$ cat config.mk
export PLATFORM = sky130hd
export DESIGN_NAME = stage_ex_flat
export DESIGN_NICKNAME = d
export VERILOG_FILES = /design/src/mips_isa_pkg.sv /design/src/mips_ctrl_pkg.sv /design/src/pipe_regs_if.sv /design/src/stage_ex.sv /design/src/flat_wrapper.sv
export SDC_FILE = /design/constraint.sdc
export NUM_CORES = 1
export LEC_CHECK = 0
export BUFFER_PORTS_ARGS = -buffer_cell sky130_fd_sc_hd__buf_4
export CAP_MARGIN = 20
export CELL_PAD_IN_SITES_DETAIL_PLACEMENT = 1
export CELL_PAD_IN_SITES_GLOBAL_PLACEMENT = 2
export CORE_MARGIN = 1
export CORE_UTILIZATION = 32
export CTS_CLUSTER_DIAMETER = 60
export CTS_CLUSTER_SIZE = 20
export DETAILED_ROUTE_END_ITERATION = 6
export MAX_ROUTING_LAYER = met4
export PLACE_DENSITY_LB_ADDON = 0.1
export SYNTH_ARGS = -nofsm -noshare
export SYNTH_HDL_FRONTEND = slang
export SYNTH_SLANG_ARGS = --single-unit
$ cat constraint.sdc
create_clock -name clk -period 7.1 [get_ports clk]
set_input_delay 0.71 -clock clk [delete_from_list [all_inputs] [get_ports clk]]
set_output_delay 0.71 -clock clk [all_outputs]
set_load 0.1 [all_outputs]
$ cat src/mips_isa_pkg.sv
package mips_isa_pkg;

	// primary opcode, instruction bits 31..26
	typedef enum logic [5:0] {
		OP_RTYPE = 6'h00,
		OP_J     = 6'h02,
		OP_BEQ   = 6'h04,
		OP_BNE   = 6'h05,
		OP_ADDIU = 6'h09,
		OP_ANDI  = 6'h0c,
		OP_ORI   = 6'h0d,
		OP_LUI   = 6'h0f,
		OP_LW    = 6'h23,
		OP_SW    = 6'h2b,
		// not a real MIPS opcode, ends the program
		OP_HALT  = 6'h3f
	} opcode_e;

	// funct field of r-type, bits 5..0
	typedef enum logic [5:0] {
		F_ADDU = 6'h21,
		F_SUBU = 6'h23,
		F_AND  = 6'h24,
		F_OR   = 6'h25,
		F_XOR  = 6'h26,
		F_SLT  = 6'h2a
	} funct_e;

	// field layout
	localparam int op_lsb = 26;
	localparam int op_bits = 6;
	localparam int rs_lsb = 21;
	localparam int rt_lsb = 16;
	localparam int rd_lsb = 11;
	localparam int reg_bits = 5;
	localparam int funct_bits = 6;
	localparam int imm_bits = 16;
	localparam int target_bits = 26;

	// halt word, all other fields zero
	localparam logic [31:0] halt_instr = {OP_HALT, 26'd0};

endpackage

$ cat src/mips_ctrl_pkg.sv
package mips_ctrl_pkg;

	// datapath and instruction width
	localparam int len_data = 32;

	// alu operations, ALU_ADD doubles as the bubble value
	typedef enum logic [2:0] {
		ALU_ADD,
		ALU_SUB,
		ALU_AND,
		ALU_OR,
		ALU_XOR,
		ALU_SLT,
		ALU_LUI
	} alu_op_e;

	// execute stage controls
	typedef struct packed {
		alu_op_e alu_op;
		// operand b from immediate
		logic    imm_sel;
		// immediate without sign extension (andi, ori)
		logic    zero_ext;
	} ex_ctrl_t;

	// memory stage controls
	typedef struct packed {
		logic mem_read;
		logic mem_write;
		logic branch_eq;
		logic branch_ne;
		logic halt;
	} mem_ctrl_t;

	// write-back controls
	typedef struct packed {
		logic reg_write;
		logic mem_to_reg;
	} wb_ctrl_t;

endpackage

$ cat src/pipe_regs_if.sv


////////////////////////////////////////////////////////////////////
// ID -> EX
////////////////////////////////////////////////////////////////////
interface id_ex_bus;
	logic [mips_ctrl_pkg::len_data-1:0] pc_plus4;
	logic [mips_ctrl_pkg::len_data-1:0] reg1;
	logic [mips_ctrl_pkg::len_data-1:0] reg2;
	logic [mips_ctrl_pkg::len_data-1:0] imm;
	logic [mips_isa_pkg::reg_bits-1:0]  rs;
	logic [mips_isa_pkg::reg_bits-1:0]  rt;
	logic [mips_isa_pkg::reg_bits-1:0]  dest;
	mips_ctrl_pkg::ex_ctrl_t            ex;
	mips_ctrl_pkg::mem_ctrl_t           mem;
	mips_ctrl_pkg::wb_ctrl_t            wb;
	// taken branch, kills the decode slot
	logic                               flush;

	modport src (output pc_plus4, reg1, reg2, imm, rs, rt, dest, ex, mem, wb, input flush);
	modport dst (input pc_plus4, reg1, reg2, imm, rs, rt, dest, ex, mem, wb, output flush);
endinterface

////////////////////////////////////////////////////////////////////
// EX -> MEM, plus branch and write-back returns
////////////////////////////////////////////////////////////////////
interface ex_mem_bus;
	logic [mips_ctrl_pkg::len_data-1:0] alu_out;
	logic [mips_ctrl_pkg::len_data-1:0] store_data;
	logic                               zero;
	logic [mips_ctrl_pkg::len_data-1:0] branch_target;
	logic [mips_isa_pkg::reg_bits-1:0]  dest;
	mips_ctrl_pkg::mem_ctrl_t           mem;
	mips_ctrl_pkg::wb_ctrl_t            wb;
	// driven by the memory stage
	logic                               branch_taken;
	logic                               wb_reg_write;
	logic [mips_isa_pkg::reg_bits-1:0]  wb_reg;
	logic [mips_ctrl_pkg::len_data-1:0] wb_data;

	modport src (output alu_out, store_data, zero, branch_target, dest, mem, wb,
		input branch_taken, wb_reg_write, wb_reg, wb_data);
	modport dst (input alu_out, store_data, zero, branch_target, dest, mem, wb,
		output branch_taken, wb_reg_write, wb_reg, wb_data);
	modport fetch (input branch_taken, branch_target);
	modport writeback (input wb_reg_write, wb_reg, wb_data);
endinterface

$ cat src/stage_ex.sv
`timescale 1ns/10ps

module stage_ex (
	input  logic  clk,
	input  logic  rst,
	input  logic  freeze,
	id_ex_bus.dst idex,
	ex_mem_bus.src exmem
);

	logic [mips_ctrl_pkg::len_data-1:0] op_a;
	logic [mips_ctrl_pkg::len_data-1:0] fwd_b;
	logic [mips_ctrl_pkg::len_data-1:0] op_b;
	logic [mips_ctrl_pkg::len_data-1:0] imm_val;
	logic [mips_ctrl_pkg::len_data-1:0] alu_res;

	// decode slot dies with the taken branch
	assign idex.flush = exmem.branch_taken;

	////////////////////////////////////////////////////////////////////
	// forwarding, EX/MEM first then write-back port
	////////////////////////////////////////////////////////////////////
	always_comb begin
		if (exmem.wb.reg_write && (exmem.dest != '0) && (exmem.dest == idex.rs))
			op_a = exmem.alu_out;
		else if (exmem.wb_reg_write && (exmem.wb_reg != '0) && (exmem.wb_reg == idex.rs))
			op_a = exmem.wb_data;
		else
			op_a = idex.reg1;
	end

	always_comb begin
		if (exmem.wb.reg_write && (exmem.dest != '0) && (exmem.dest == idex.rt))
			fwd_b = exmem.alu_out;
		else if (exmem.wb_reg_write && (exmem.wb_reg != '0) && (exmem.wb_reg == idex.rt))
			fwd_b = exmem.wb_data;
		else
			fwd_b = idex.reg2;
	end

	// andi/ori take the raw 16 bits
	assign imm_val = idex.ex.zero_ext ? {16'd0, idex.imm[15:0]} : idex.imm;
	assign op_b = idex.ex.imm_sel ? imm_val : fwd_b;

	// alu
	always_comb begin
		case (idex.ex.alu_op)
			mips_ctrl_pkg::ALU_ADD: alu_res = op_a + op_b;
			mips_ctrl_pkg::ALU_SUB: alu_res = op_a - op_b;
			mips_ctrl_pkg::ALU_AND: alu_res = op_a & op_b;
			mips_ctrl_pkg::ALU_OR:  alu_res = op_a | op_b;
			mips_ctrl_pkg::ALU_XOR: alu_res = op_a ^ op_b;
			// signed compare
			mips_ctrl_pkg::ALU_SLT: alu_res = {31'd0, $signed(op_a) < $signed(op_b)};
			mips_ctrl_pkg::ALU_LUI: alu_res = {imm_val[15:0], 16'd0};
			default: alu_res = '0;
		endcase
	end

	// EX/MEM register
	always_ff @(posedge clk) begin
		if (rst) begin
			exmem.mem <= '0;
			exmem.wb <= '0;
		end else if (!freeze) begin
			exmem.mem <= exmem.branch_taken ? '0 : idex.mem;
			exmem.wb <= exmem.branch_taken ? '0 : idex.wb;
		end
		if (!freeze) begin
			exmem.alu_out <= alu_res;
			exmem.store_data <= fwd_b;
			exmem.zero <= (alu_res == '0);
			// word offset from the delay-free pc+4
			exmem.branch_target <= idex.pc_plus4 + {idex.imm[29:0], 2'b00};
			exmem.dest <= idex.dest;
		end
	end

endmodule

$ cat src/flat_wrapper.sv
// flat-port wrapper written by rule: the top's interface ports become plain ports
module stage_ex_flat 
  (clk, rst, freeze, idex_pc_plus4, idex_reg1, idex_reg2, idex_imm, idex_rs, idex_rt, idex_dest, idex_ex, idex_mem, idex_wb, idex_flush, exmem_alu_out, exmem_store_data, exmem_zero, exmem_branch_target, exmem_dest, exmem_mem, exmem_wb, exmem_branch_taken, exmem_wb_reg_write, exmem_wb_reg, exmem_wb_data);
  id_ex_bus idex_i ();
  ex_mem_bus exmem_i ();
  input  logic clk;
  input  logic rst;
  input  logic freeze;
  input wire logic [$bits(idex_i.pc_plus4)-1:0] idex_pc_plus4;
  input wire logic [$bits(idex_i.reg1)-1:0] idex_reg1;
  input wire logic [$bits(idex_i.reg2)-1:0] idex_reg2;
  input wire logic [$bits(idex_i.imm)-1:0] idex_imm;
  input wire logic [$bits(idex_i.rs)-1:0] idex_rs;
  input wire logic [$bits(idex_i.rt)-1:0] idex_rt;
  input wire logic [$bits(idex_i.dest)-1:0] idex_dest;
  input wire logic [$bits(idex_i.ex)-1:0] idex_ex;
  input wire logic [$bits(idex_i.mem)-1:0] idex_mem;
  input wire logic [$bits(idex_i.wb)-1:0] idex_wb;
  output wire logic [$bits(idex_i.flush)-1:0] idex_flush;
  output wire logic [$bits(exmem_i.alu_out)-1:0] exmem_alu_out;
  output wire logic [$bits(exmem_i.store_data)-1:0] exmem_store_data;
  output wire logic [$bits(exmem_i.zero)-1:0] exmem_zero;
  output wire logic [$bits(exmem_i.branch_target)-1:0] exmem_branch_target;
  output wire logic [$bits(exmem_i.dest)-1:0] exmem_dest;
  output wire logic [$bits(exmem_i.mem)-1:0] exmem_mem;
  output wire logic [$bits(exmem_i.wb)-1:0] exmem_wb;
  input wire logic [$bits(exmem_i.branch_taken)-1:0] exmem_branch_taken;
  input wire logic [$bits(exmem_i.wb_reg_write)-1:0] exmem_wb_reg_write;
  input wire logic [$bits(exmem_i.wb_reg)-1:0] exmem_wb_reg;
  input wire logic [$bits(exmem_i.wb_data)-1:0] exmem_wb_data;
  assign idex_i.pc_plus4 = idex_pc_plus4;
  assign idex_i.reg1 = idex_reg1;
  assign idex_i.reg2 = idex_reg2;
  assign idex_i.imm = idex_imm;
  assign idex_i.rs = idex_rs;
  assign idex_i.rt = idex_rt;
  assign idex_i.dest = idex_dest;
  assign idex_i.ex = idex_ex;
  assign idex_i.mem = idex_mem;
  assign idex_i.wb = idex_wb;
  assign idex_flush = idex_i.flush;
  assign exmem_alu_out = exmem_i.alu_out;
  assign exmem_store_data = exmem_i.store_data;
  assign exmem_zero = exmem_i.zero;
  assign exmem_branch_target = exmem_i.branch_target;
  assign exmem_dest = exmem_i.dest;
  assign exmem_mem = exmem_i.mem;
  assign exmem_wb = exmem_i.wb;
  assign exmem_i.branch_taken = exmem_branch_taken;
  assign exmem_i.wb_reg_write = exmem_wb_reg_write;
  assign exmem_i.wb_reg = exmem_wb_reg;
  assign exmem_i.wb_data = exmem_wb_data;
  stage_ex u_core (.clk(clk), .rst(rst), .freeze(freeze), .idex(idex_i), .exmem(exmem_i));
endmodule
# ---- Word-level counts from Yosys, hierarchy flattened
# Cells that the tools add are included.
dict set report totals {
  inputBits 197
  output_inout_bits 110
  wordCells 48
  register_bits 109
}
dict set report classes {
  reduce_logical 10
  bitwise 3
  muxes 9
  eq_ne 10
  n_addsub 3
  n_lt_le_gt_ge 1
}
# op count
set op_table {}
lappend op_table {{case mux 32 bit (7 select lines)} 1}
lappend op_table {{2-to-1 mux 32 bit} 6}
lappend op_table {{adder 32 bit} 2}
lappend op_table {{AND 32 bit} 1}
lappend op_table {{zero test 32 bit} 1}
lappend op_table {{less-than comparator 32 bit} 1}
lappend op_table {{OR 32 bit} 1}
lappend op_table {{subtractor 32 bit} 1}
lappend op_table {{bitwise XOR 32 bit} 1}
lappend op_table {{equality test 5 bit} 4}
lappend op_table {{nonzero test 5 bit} 2}
lappend op_table {{equality test 3 bit, second input constant} 3}
lappend op_table {{equality test 3 x 2 -> 1 bit, second input constant} 2}
lappend op_table {{logical AND 1 bit} 6}
lappend op_table {{2-to-1 mux 5 bit} 1}
lappend op_table {{equality test 3 x 1 -> 1 bit, second input constant} 1}
lappend op_table {{zero test 3 bit} 1}
lappend op_table {{2-to-1 mux 2 bit} 1}

# ---- Logic depth before layout (Yosys ltp)
# Gate-level depths: netlist (run 1).
dict set report logic_depth {
  depth_word 9
  ltp_mapped 21
  mapped_depth_nobuf 20
}

# ---- Least setup slack after synthesis (run 1)
# OpenSTA, ideal clock, no wires.
dict set report synth_timing {
  path_type {reg-to-reg}
  from {register u_core.exmem.dest[1]}
  to {register u_core.exmem.zero (data pin)}
  setup_time_ns 0.149
  period_less_slack_ns 5.991
  stages_incl_launch_ff 22
  t_arrival_ns 5.841
  slack_ns 1.109
  required_ns 6.951
  path_cell_list {edfxtp_1 or4_1 o21ai_0 nor4_1 clkbuf_1 nand2_1 o21ai_0 mux2_2 ha_1 inv_1 fa_1 nand2b_1 a2111oi_0 o211ai_1 a2bb2oi_1 a21oi_1 a2111o_1 a32o_1 a211o_1 nor4b_2 nand3b_1 nor3b_2}
}
dict set report synth_between {
  elab_chain_cells 8
}
# item line_no
set synth_lines {}
lappend synth_lines {{start: declaration} pipe_regs_if.sv:41} ;# modport src (output alu_out, store_data, zero, branch_target, dest, mem, wb,
lappend synth_lines {{nonzero test 5 bit} stage_ex.sv:33} ;# if (exmem.wb.reg_write && (exmem.dest != '0) && (exmem.dest == idex.rt))
lappend synth_lines {{logical AND 1 bit} stage_ex.sv:33}
lappend synth_lines {{logical AND 1 bit (*)} stage_ex.sv:33}
lappend synth_lines {{2-to-1 mux 32 bit (*)} stage_ex.sv:33}
lappend synth_lines {{via u_core.fwd_b (one bit)} stage_ex.sv:12} ;# logic [mips_ctrl_pkg::len_data-1:0] fwd_b;
lappend synth_lines {{2-to-1 mux 32 bit (*)} stage_ex.sv:43} ;# assign op_b = idex.ex.imm_sel ? imm_val : fwd_b;
lappend synth_lines {{subtractor 32 bit or adder 32 bit (tied branches)} {stage_ex.sv:49, stage_ex.sv:48}}
lappend synth_lines {{case mux 32 bit (7 select lines) (*)} stage_ex.sv:47} ;# case (idex.ex.alu_op)
lappend synth_lines {{via u_core.alu_res (one bit)} stage_ex.sv:15} ;# logic [mips_ctrl_pkg::len_data-1:0] alu_res;
lappend synth_lines {{zero test 32 bit (*)} stage_ex.sv:72} ;# exmem.zero <= (alu_res == '0);
lappend synth_lines {{end signal: assignment} stage_ex.sv:72}
lappend synth_lines {{end: declaration} pipe_regs_if.sv:41}
# Mark *: on every way through the listed nets, which the timed path passes. The rest lies on a longest branch.
# A chain may end at the register's enable or synchronous reset.

# ---- Worst setup path in the final report (run 1)
dict set report layout_timing {
  from {input exmem_wb_reg[0]}
  to {register u_core.exmem.zero (data pin)}
}
dict set report layout_between {
  elab_chain_cells 9
}
# item line_no
set layout_lines {}
lappend layout_lines {{start: declaration} flat_wrapper.sv:29} ;# input wire logic [$bits(exmem_i.wb_reg)-1:0] exmem_wb_reg;
lappend layout_lines {{nonzero test 5 bit} stage_ex.sv:35} ;# else if (exmem.wb_reg_write && (exmem.wb_reg != '0) && (exmem.wb_reg == idex.rt))
lappend layout_lines {{logical AND 1 bit} stage_ex.sv:35}
lappend layout_lines {{logical AND 1 bit (*)} stage_ex.sv:35}
lappend layout_lines {{2-to-1 mux 32 bit (*)} stage_ex.sv:35}
lappend layout_lines {{2-to-1 mux 32 bit (*)} stage_ex.sv:33}
lappend layout_lines {{via u_core.fwd_b (one bit)} stage_ex.sv:12}
lappend layout_lines {{2-to-1 mux 32 bit (*)} stage_ex.sv:43}
lappend layout_lines {{subtractor 32 bit or adder 32 bit (tied branches)} {stage_ex.sv:49, stage_ex.sv:48}}
lappend layout_lines {{case mux 32 bit (7 select lines) (*)} stage_ex.sv:47}
lappend layout_lines {{via u_core.alu_res (one bit)} stage_ex.sv:15}
lappend layout_lines {{zero test 32 bit (*)} stage_ex.sv:72}
# Marked as above.

==> results of run 1 <==
## Yosys cell counts, types with 16 or more instances
cell type | instances | area share, %
nor2b_1 | 16 | 0.82
mux2i_1 | 97 | 7.9
o21a_1 | 16 | 0.98
nand3_1 | 29 | 1.2
a21o_1 | 25 | 1.5
nor3_1 | 24 | 0.98
a21oi_1 | 102 | 4.2
a211oi_1 | 24 | 1.5
clkbuf_1 | 56 | 1.7
edfxtp_1 | 102 | 25
o22ai_1 | 19 | 0.97
nand2_1 | 158 | 4.9
inv_1 | 123 | 3.8
xor2_1 | 19 | 1.4
nor2_1 | 90 | 2.8
o21ai_0 | 132 | 5.4
xnor2_1 | 40 | 2.9
nand2b_1 | 27 | 1.4
ha_1 | 126 | 13
## power groups by stage
stage	Sequential (µW)	Clock, µW	Combinational (µW)
final	841	532	1660
after CTS	841	537	1650
after floorplan	1330	0	651
after detailed placement	856	0	1640
after global placement	852	0	1630
after global routing	848	555	1760
## stage by stage
step                      cell area [µm²]  util, %  std cells  hold slack (ns)  total power [µW]
after floorplan                     12200        -       1480            0.782              1980
after global placement              15100     40.2       2254            0.473              2490
after detailed placement            15100     40.2       2254            0.482              2500
after CTS                           15400     40.9       2270            0.499              3030
after global routing                15400     41.0       2272            0.502              3160
final                               15400     41.0       2272            0.495              3040
## worst reg2reg max path, stage by stage, from the launching register on
cell,delay [ns]
edfxtp_1,0.49
or4_1,0.52
o21ai_0,0.34
nor4_2,0.14
buf_12,0.21
o21ai_0,0.28
mux2_2,0.26
ha_1,0.15
inv_1,0.06
fa_1,0.46
nand2b_1,0.12
a2111oi_0,0.15
o211ai_1,0.54
a2bb2oi_1,0.62
a21oi_1,0.22
a2111o_1,0.37
a32o_1,0.30
a211o_1,0.25
nor4b_2,0.27
nand3b_1,0.13
nor3b_2,0.18
## per-layer routing
metal / GRT usage (%) / routed length [µm] / vias to the layer above
li1: - / - / 5959
met1: 40.9 / 26800 / 6290
met2: 46.7 / 26400 / 506
met3: 6.15 / 4560 / 59
met4: 8.56 / 1390 / 0
met5: - / 0 / -
## layout make-up
type,count,area share [%]
multi-input cells,1178,53.9
diodes,2,0.0324
inverters,125,3.06
clock buffers,11,1.71
repair buffers,331,16.2
clock inverters,5,0.187
flip-flops and latches,109,20.8
well taps,511,4.14
## kinds of logic (layout without fill, tap and decap cells)
kind of cell	after synthesis	after routing
other	0	2
AO/OA/AOI/OAI	464	464
adder cells (fa/ha/maj)	129	129
multiplexers	111	111
AND/OR/NAND/NOR	415	415
XOR/XNOR	59	59
flip-flops	109	109
buffers and inverters	193	472
## worst max-delay path by stage
stage	from	to	slack [ns]	cells past startpoint
after floorplan	u_core.exmem.dest[1]	u_core.exmem.zero	1.11	21
after global placement	exmem_wb_reg[0]	u_core.exmem.zero	0.50	22
after detailed placement	exmem_wb_reg[0]	u_core.exmem.zero	0.51	22
after CTS	exmem_wb_reg[0]	u_core.exmem.zero	0.83	22
after global routing	u_core.exmem.dest[2]	u_core.exmem.zero	0.40	20
final	exmem_wb_reg[0]	u_core.exmem.zero	0.77	22
==> run summary, run 1 <==
The flow ran to the end, and the final reports show no timing, DRC or antenna violations. After Yosys synthesis, XOR and XNOR cells account for 4.23% of the synthesized area. The area of the core is 37700 µm². The remaining antenna violation count after routing came out at 0. The main flop type after synthesis is edfxtp_1.

The total setup buffers inserted after CTS came out at 0. Buffers inserted during clock tree synthesis total 9. For this configuration, the core starts out at a cell density of 32.5%.

The first routing iteration left 847 violations. Relative to the synthesized area, the layout overhead comes to 26.2%. In this run switching power makes up 49.1% of total power.

The count of clock tree sinks is 109. Once detailed placement completed, the half-perimeter wirelength came to 48200 µm. The final max-slew violation count came out at 0.

The post-synthesis net count came out at 1806. For this design the total switching power over the nets is 1490 µW. Dividing the detail-routed wire length by the instance count gives 26.0 µm. The worst relative slew slack is 28.8%. The worst setup path is of the input port to flop kind. The final critical-path setup slack is 0.773 ns. After synthesis, the largest family of logic cells by area is compound AO/OA/AOI/OAI gates. The post-synthesis simple-gate area fraction is 16.2%. The synthesized area per cell is 8.26 µm². The arrival time at the worst endpoint came out at 6.55 ns. STA puts the critical path data required time at 7.32 ns. The number of placement rows came out at 71. The maximum number of pins on one net before global-route repair is 65. CTS built an H-tree with a depth of 3. In the routed design, unresolved DRC markers number 0.

The mapped cell area is 12200 µm². The number of antenna violations at the first check in global routing was 3. The clock network power share came out at 17.5%. The total grt overflow came out at 0.

Max-cap violations in this run came to 0. Registers are responsible for 27.7% of the overall power. The horizontal die dimension came out at 197 µm. The worst-path cell with the longest stage delay is a2bb2oi_1. The peak per-stage delay on the critical path is 0.61 ns. The portion of synthesized area spent on multiplexers is 9.32%. The category of cells accounting for the largest share of critical-path delay is compound AO/OA/AOI/OAI gates. Setup violations remaining at the end of the flow were counted as 0. The library cell used most frequently in the layout, excluding fill and tap cells, is buf_4. The CTS tree is done. The peak fanout along the critical path is 17.

After synthesis, the share of flip-flops with an asynchronous set or reset is 0%. For the pin with the worst max-slew slack, the measured transition is 1.06 ns. The sequential share of the synthesized area is 26.2%. The weighted congestion at the end of routability-driven global placement came out at 0.914. The footprint of the multi-input gates came out at 8320 µm². The signal on the critical path passes through buf_4 -> or4_1 -> o21ai_0 -> nor4_2 -> buf_4 -> mux2i_1 -> o21ai_0 -> mux2_2 -> ha_1 -> inv_1 -> fa_1 -> nand2b_1 -> a2111oi_0 -> o211ai_1 -> a2bb2oi_1 -> a21oi_1 -> a2111o_1 -> a32o_1 -> a211o_1 -> nor4b_2 -> nand3b_1 -> nor3b_2. The cell depth of the worst min-delay path came out at 2.

The combinational power share is 54.8%. The detailed-routing iteration count for the pre-antenna-repair pass came out at 5. The number of flops mapped to enable cells by yosys came out at 102. Summing all flip-flop and latch instances after layout gives 3200 µm².

The tightest min-delay check is of the flop to flop type. The worst reg-to-reg path cell count came out at 20. The post-route netlist has 21.7% of its cells at a drive strength greater than 1. The count of buffers inserted at the top-level ports came out at 306. For hold timing, the worst endpoint is u_core.exmem.mem[3]. The number of global-route vias before repair came out at 12635. The number of nets in the layout is 2080. After clock tree synthesis, the repair step resized 0 gates. The root buffer cell is clkbuf_16. After detailed routing, the number of vias per cell comes to 5.64. The worst setup path is captured at a flop.

The endpoint identified for the worst register-to-register timing path is u_core.exmem.zero. The number of hold-slack violations in the final timing report came to 0. The number of register bits inferred by synthesis came out at 109.

Based on the critical path, the design can be clocked at up to 158 MHz. STA classifies the critical path startpoint as an input port. The worst voltage drop across the vdd grid is 0.121 mV. The I/O pin total is 307. Internal power comes to 1550 µW. In the layout the commonest cells are buf_4 (330), nand2_1 (158), o21ai_0 (132), ha_1 (126), inv_1 (122). In the final layout, the registers with the most flip-flops are u_core.exmem.alu_out x32, u_core.exmem.branch_target x32, u_core.exmem.store_data x32. The maximum clock skew at final layout came out at 0.0131 ns. The final wirelength came out at 59200 µm. Yosys printed 0 warnings. The clock slew at the register clock pins of the worst setup and hold paths came out at 0.08 ns. For this block, the via count after detailed routing is 12814. The fraction of the mapped netlist area in compound gates came out at 24.6%. After Yosys synthesis, full adders, half adders and majority gates account for 13.4% of the synthesized area. The post-route minimum period is 6.33 ns. The die extent in y is 197 µm. The overall die area came out at 39000 µm². For this design the static power due to leakage is 0.00656 µW. The number of fillers in the final layout came out at 4603. The number of buffer and inverter instances along the worst setup path came out at 3. The post-synthesis instance total is 1480. The later-pin clock latency in the skew report came out at 0.37 ns.

Before CTS, the worst setup slack after placement is 0.512 ns. The first global-routing pass estimated 85000 µm of wire. Dividing total power by cell area gives a power density of 197 nW/µm². The hold-fix buffer count after cts came out at 0.

The beginning of the worst hold path is u_core.exmem.mem[3]. The setup total negative slack came out at 0 ns. The final critical path takes up 89.1% of the cycle. In this run, distinct cell masters in the synthesized netlist total 85.

The global-route usage over all layers came out at 30.7%. Setup repair after global routing left no endpoint under its margin. The startpoint identified for the worst register-to-register timing path is u_core.exmem.dest[2]. The clock passes through at most 2 buffers. Setup slack on the worst reg-to-reg path comes out at 0.89 ns.
(Power assumes the default switching activity.)
==> run 2, diff against run 1 <==
--- a/config.mk
+++ b/config.mk
@@ -10,7 +10,7 @@
 export CELL_PAD_IN_SITES_DETAIL_PLACEMENT = 1
 export CELL_PAD_IN_SITES_GLOBAL_PLACEMENT = 2
 export CORE_MARGIN = 1
-export CORE_UTILIZATION = 32
+export CORE_UTILIZATION = 30
 export CTS_CLUSTER_DIAMETER = 60
 export CTS_CLUSTER_SIZE = 20
 export DETAILED_ROUTE_END_ITERATION = 6
==> run summary, run 2 (synthesis gave the netlist of run 1 again) <==
The flow ran to the end, and the final reports show no timing, DRC or antenna violations. The setup total negative slack is 0 ns. The worst hold path belongs to the class flop to flop. Setup violations remaining at the end of the flow were counted as 0. The worst relative slew slack is 24.4%. The number of global-route vias before repair is 12621. The wire length of the first global-routing pass is 87800 µm. Measured on the finished design, the core utilization comes to 38.8%. The arrival time at the worst endpoint is 6.66 ns.

The number of hold-slack violations in the final timing report came out at 0. The smallest clock period supported by the final layout is computed as 6.42 ns. The number of setup buffers added after CTS is 0.

The cell area after placement came out at 15200 µm². The achievable clock frequency is 156 MHz. The number of buffers created by CTS is 9.

The total grt overflow came out at 0. The worst register-to-register path has a depth of 17. The number of antenna violations at the first check in global routing is 5. The maximum clock skew at final layout came out at 0.0176 ns. The final critical-path share of the clock period came out at 90.5%. The transition at the pin with the smallest max-transition slack came out at 1.13 ns. The startpoint identified for the worst hold timing path is u_core.exmem.mem[4]. The count of H-tree levels built during CTS is 3.

The CTS tree is done. The peak fanout along the critical path came out at 32. The number of placement rows is 73. The final wirelength came out at 61400 µm. The later-pin clock latency in the skew report is 0.40 ns.

Detailed routing inserted a total of 12787 vias. The leakage power total came out at 0.00660 µW. The power density over the cells came out at 197 nW/µm².

Dividing the detail-routed wire length by the instance count gives 26.7 µm. The count of buffers inserted at the top-level ports came out at 306. The number of instances in the placed design came out at 2279. The detailed placement HPWL came out at 50200 µm. The cell depth of the worst min-delay path is 2. In this run the clock root is driven by a clkbuf_16. The initial core utilization came out at 30.6%.

For this block, wires on met1 add up to 29600 µm. The area growth from synthesis to layout is 27.0%. The count of non-filler cells in the finished layout came out at 2299. The setup check on the worst reg-to-reg path leaves a slack of 0.83 ns. The routed length on met3 came out at 3900 µm.

The final routed DRC violation total came out at 0. The detailed-routing iteration count for the pre-antenna-repair pass came out at 5. The starting DRC count in detailed routing is 981.

The detail-routed via count per cell came out at 5.56. The clock slew at the register clock pins of the worst setup and hold paths is 0.08 ns. Setup repair after global routing left no endpoint under its margin. The number of instances resized during post-cts repair came out at 0.

The maximum number of pins on one net before global-route repair is 66. Clock tree synthesis found a total of 109 sinks. The launching point of the worst reg2reg path is u_core.exmem.dest[1]. The most common cell after layout, fill and taps aside is buf_4.

Global routing consumed, over all layers together, 29.9% of the routing resources. The critical path in this run is classified as input port to flop. The number of nets in the layout came out at 2091. Tracing the worst setup path back leads to its startpoint at exmem_wb_reg[0]. The highest metal layer carrying signal wires in the routed design is met4.

The worst voltage drop across the vdd grid is 0.114 mV. The horizontal die dimension is 204 µm. The remaining antenna violation count after routing came out at 0. The final max-slew violation count came out at 0.

The area of the core came out at 40000 µm². The die extent in y is 204 µm. The total of max-cap violations came out at 0.

After clock tree synthesis, the flow added hold-fix buffers numbering 0. The top cell types in the final layout, fill and taps aside, are buf_4 (341), nand2_1 (158), o21ai_0 (132), ha_1 (126), inv_1 (122). STA classifies the critical path startpoint as an input port. The layout cell share with drive strength beyond 1 came out at 22.2%. The floorplan step defined a die boundary enclosing 41600 µm². The weighted congestion at the end of routability-driven global placement is 0.929. The number of fillers in the final layout is 4820. The total met2 wirelength after detailed routing is 26300 µm. In the final layout, the registers with the most flip-flops are u_core.exmem.alu_out x32, u_core.exmem.branch_target x32, u_core.exmem.store_data x32. The worst setup path is captured at a flop.

In this run the deepest clock path goes through 2 buffers. In this run the critical register-to-register path is captured at u_core.exmem.zero. The final design area excluding fillers is 15500 µm².

For this design the top-level I/O count stands at 307. The worst hold path terminates at u_core.exmem.mem[4]. The endpoint required time on the critical path is 7.34 ns.
-- run 2: cell types whose count changed in the layout (fill, tap and decap cells not counted), sizes merged --
cell	change
diode	+2
inv	+2
clkinv	-2
buf	+11
-- run 2: cell type report --
class | count | area [µm²] | area share, %
diodes | 4 | 10.0 | 0.0644
clock buffers | 11 | 254 | 1.63
clock inverters | 5 | 38.8 | 0.250
inverters | 125 | 472 | 3.04
multi-input cells | 1178 | 8320 | 53.6
flip-flops and latches | 109 | 3200 | 20.6
well taps | 525 | 657 | 4.23
repair buffers | 342 | 2580 | 16.6
-- run 2: power by group --
group	total, µW	internal [µW]	switching [µW]
logic	1680	493	1190
registers	840	795	45.5
clock network	542	265	277
-- run 2: how the worst max path moves through the flow --
stage,to,slack [ns],cells past startpoint
3_5_place_dp,u_core.exmem.zero,0.31,22
5_1_grt,u_core.exmem.zero,0.28,22
3_3_place_gp,u_core.exmem.zero,0.39,19
2_1_floorplan,u_core.exmem.zero,1.11,21
4_1_cts,u_core.exmem.zero,0.69,22
6_report,u_core.exmem.zero,0.68,22
-- run 2: worst max-delay path, stage by stage --
cell and delay (ns):
buf_4 0.12, or4_1 0.54, o21ai_0 0.32, nor4_2 0.10
buf_4 0.35, mux2i_1 0.20, o21ai_0 0.26, mux2_2 0.26
ha_1 0.15, inv_1 0.06, fa_1 0.48, nand2b_1 0.14
a2111oi_0 0.14, o211ai_1 0.55, a2bb2oi_1 0.60, a21oi_1 0.22
a2111o_1 0.37, a32o_1 0.28, a211o_1 0.25, nor4b_2 0.21
nand3b_1 0.13, nor3b_2 0.19
-- run 2: through the flow --
| step | total power (µW) | worst slack (ns) | hold WS, ns |
|---|---|---|---|
| 4_1_cts | 3070 | 0.689 | 0.482 |
| 3_3_place_gp | 2510 | 0.392 | 0.477 |
| 3_5_place_dp | 2520 | 0.315 | 0.485 |
| 6_report | 3060 | 0.675 | 0.499 |
| 2_1_floorplan | 1980 | 1.11 | 0.782 |
| 5_1_grt | 3190 | 0.284 | 0.491 |
-- run 2: layer usage --
layer  up-vias  track usage [%]
met3        58             4.77
li1       5983                -
met1      6304             41.8
met5         -                -
met4         0             8.97
met2       442             43.9
==> run 3, diff against run 2 <==
--- a/config.mk
+++ b/config.mk
@@ -16,6 +16,7 @@
 export DETAILED_ROUTE_END_ITERATION = 6
 export MAX_ROUTING_LAYER = met4
 export PLACE_DENSITY_LB_ADDON = 0.1
+export RECOVER_POWER = 100
 export SYNTH_ARGS = -nofsm -noshare
 export SYNTH_HDL_FRONTEND = slang
 export SYNTH_SLANG_ARGS = --single-unit
==> run summary, run 3 (synthesis gave the netlist of run 1 again) <==
The flow ran to the end, but the final reports show violations. The checks that failed: max-capacitance violations, max-slew violations. The number of antenna violations at the first check in global routing is 6. The tool flagged a number of max-cap violations equal to 2. The number of instances resized during post-cts repair came out at 0. The remaining antenna violation count after routing came out at 0. Counting instances, the worst hold path has a depth of 2. The worst reg-to-reg path cell count came out at 20.

Counting the buffers created by CTS gives 9. At the pin with the least slew margin, the transition time is 2.04 ns. The number of hold-slack violations in the final timing report is 0. The largest registers in the layout are u_core.exmem.alu_out x32, u_core.exmem.branch_target x32, u_core.exmem.store_data x32. The maximum number of pins on one net before global-route repair came out at 66. The number of nets in the layout came out at 2091. The number of global-route vias before repair came out at 12621. The die extent in y is 204 µm. The min-delay analysis places its worst path in the category flop to flop. The clock net in this run drives a total of 109 sinks.

The root buffer cell chosen for the clock tree is clkbuf_16. The worst voltage drop across the vdd grid came out at 0.114 mV. The leakage power total is 0.00616 µW. STA classifies the critical path startpoint as an input port. The final wirelength is 61800 µm. Setup repair after global routing left no endpoint under its margin.

The setup total negative slack is 0 ns. The most common cell after layout, fill and taps aside is buf_4. The maximum buffer depth of the clock tree came out at 2.

The total power of the final layout is 3010 µW. In the routed layout, each cell is associated on average with a via count of 5.60. The H-tree was split into 3 levels. Summing all non-filler instances in the final layout gives an area of 15100 µm². The horizontal die dimension is 204 µm.

The number of placement rows came out at 73. The later-pin clock latency in the skew report is 0.40 ns. The post-route minimum period came out at 6.53 ns. The final max-slew violation count came to 105.

The detailed-routing iteration count for the pre-antenna-repair pass came out at 5. The power density over the cells came out at 200 nW/µm². The layout cell share with drive strength beyond 1 is 15.3%.

The I/O pin total is 307. The count of non-filler cells in the finished layout is 2299. The worst setup path is captured at a flop. For this run, design rule violations remaining after detail routing come to 0. The final critical-path share of the clock period is 92.0%. The endpoint required time on the critical path came out at 7.33 ns. The area overhead of the layout relative to synthesis came out at 23.3%. TritonCTS built the clock tree. On the final layout, the worst clock skew is 0.0180 ns. The cell area after placement came out at 15200 µm². Measured against its own limit, the worst slew margin works out to -35.9%. The total setup buffers inserted after CTS came out at 0.

The post-detailed-route wirelength per cell came out at 26.9 µm. The initial utilization of the core area, before any placement, comes to 30.6%. The total grt overflow came out at 0. The clock slew at the register clock pins of the worst setup and hold paths came out at 0.08 ns. The detailed placement HPWL came out at 50200 µm. The hold-fix buffer count after cts came out at 0. Leaving out fill and tap cells, the most frequent cells in the layout are buf_4 (214), nand2_1 (158), o21ai_0 (133), ha_1 (126), inv_1 (122).

The number of instances in the placed design is 2279. The achievable clock frequency came out at 153 MHz. Routability-driven placement finished with a final weighted congestion of 0.929. For this run, the total global-route usage over all layers was measured as 29.9%.

The wire length of the first global-routing pass came out at 87800 µm. The worst setup path category is input port to flop. The starting DRC count in detailed routing is 988.

The total setup violations reported at the end of the flow came out at 0. During placement, the flow inserted port buffers numbering 306. The area of the core is 40000 µm². The peak fanout along the critical path is 32.

Across all layers, the routed design uses 12881 vias. The arrival time at the worst endpoint is 6.76 ns. The die covers 41600 µm².
-- run 3: cell types whose count changed in the layout (fill, tap and decap cells not counted), moves of 2 or more --
cell / before / now
clkbuf_1: 1 / 120
mux2_1: 0 / 2
mux2_2: 13 / 11
buf_4: 341 / 214
clkbuf_4: 0 / 7
-- run 3: cell type report --
cell class	count	area, µm²
Antenna cell	4	10.0
Clock buffer	11	254
Clock inverter	5	38.8
Fill cell	4879	24900
Inverter	125	470
Multi-Input combinational cell	1178	8310
Sequential cell	109	3200
Tap cell	525	657
Timing Repair Buffer	342	2130
-- run 3: metal layers --
layer / GRT usage, % / vias up / part of all wire [%]
met2: 43.9 / 411 / 43
met1: 41.8 / 6445 / 48
li1: - / 5976 / -
met5: - / - / 0
met4: 8.97 / 0 / 2.2
met3: 4.77 / 49 / 6.4
-- run 3: worst paths after layout --
path | to | slack [ns] | start
setup / recovery | u_core.exmem.zero | 0.57 | exmem_wb_reg[0]
hold / removal | u_core.exmem.mem[4] | 0.50 | u_core.exmem.mem[4]
setup reg to reg | u_core.exmem.zero | 0.77 | u_core.exmem.dest[1]
hold reg to reg | u_core.exmem.mem[4] | 0.50 | u_core.exmem.mem[4]
-- run 3: where the power goes --
part / internal (µW) / switching [µW] / total [µW]
combinational: 430 / 1190 / 1620
clock: 265 / 280 / 545
sequential: 796 / 44.4 / 841
-- run 3: worst max-delay path, stage by stage --
cell and delay (ns):
clkbuf_1 0.11, or4_1 0.55, o21ai_0 0.32, nor4_2 0.10, buf_4 0.34, mux2i_1 0.23, o21ai_0 0.13, mux2_1 0.38
ha_1 0.28, fa_1 0.47, a211oi_1 0.58, o31a_1 0.33, or4_4 0.19, a21oi_4 0.08, o21ai_0 0.57, o221ai_1 0.23
a32o_1 0.34, a211o_1 0.25, nor4b_2 0.21, nand3b_1 0.12, nor3b_1 0.21
-- run 3: per-stage QoR --
stage	utilization, %	hold slack [ns]	setup slack [ns]
2_1_floorplan	-	0.782	1.11
3_3_place_gp	38.1	0.477	0.392
3_5_place_dp	38.1	0.485	0.315
4_1_cts	38.8	0.482	0.689
5_1_grt	37.7	0.514	0.147
6_report	37.7	0.497	0.566
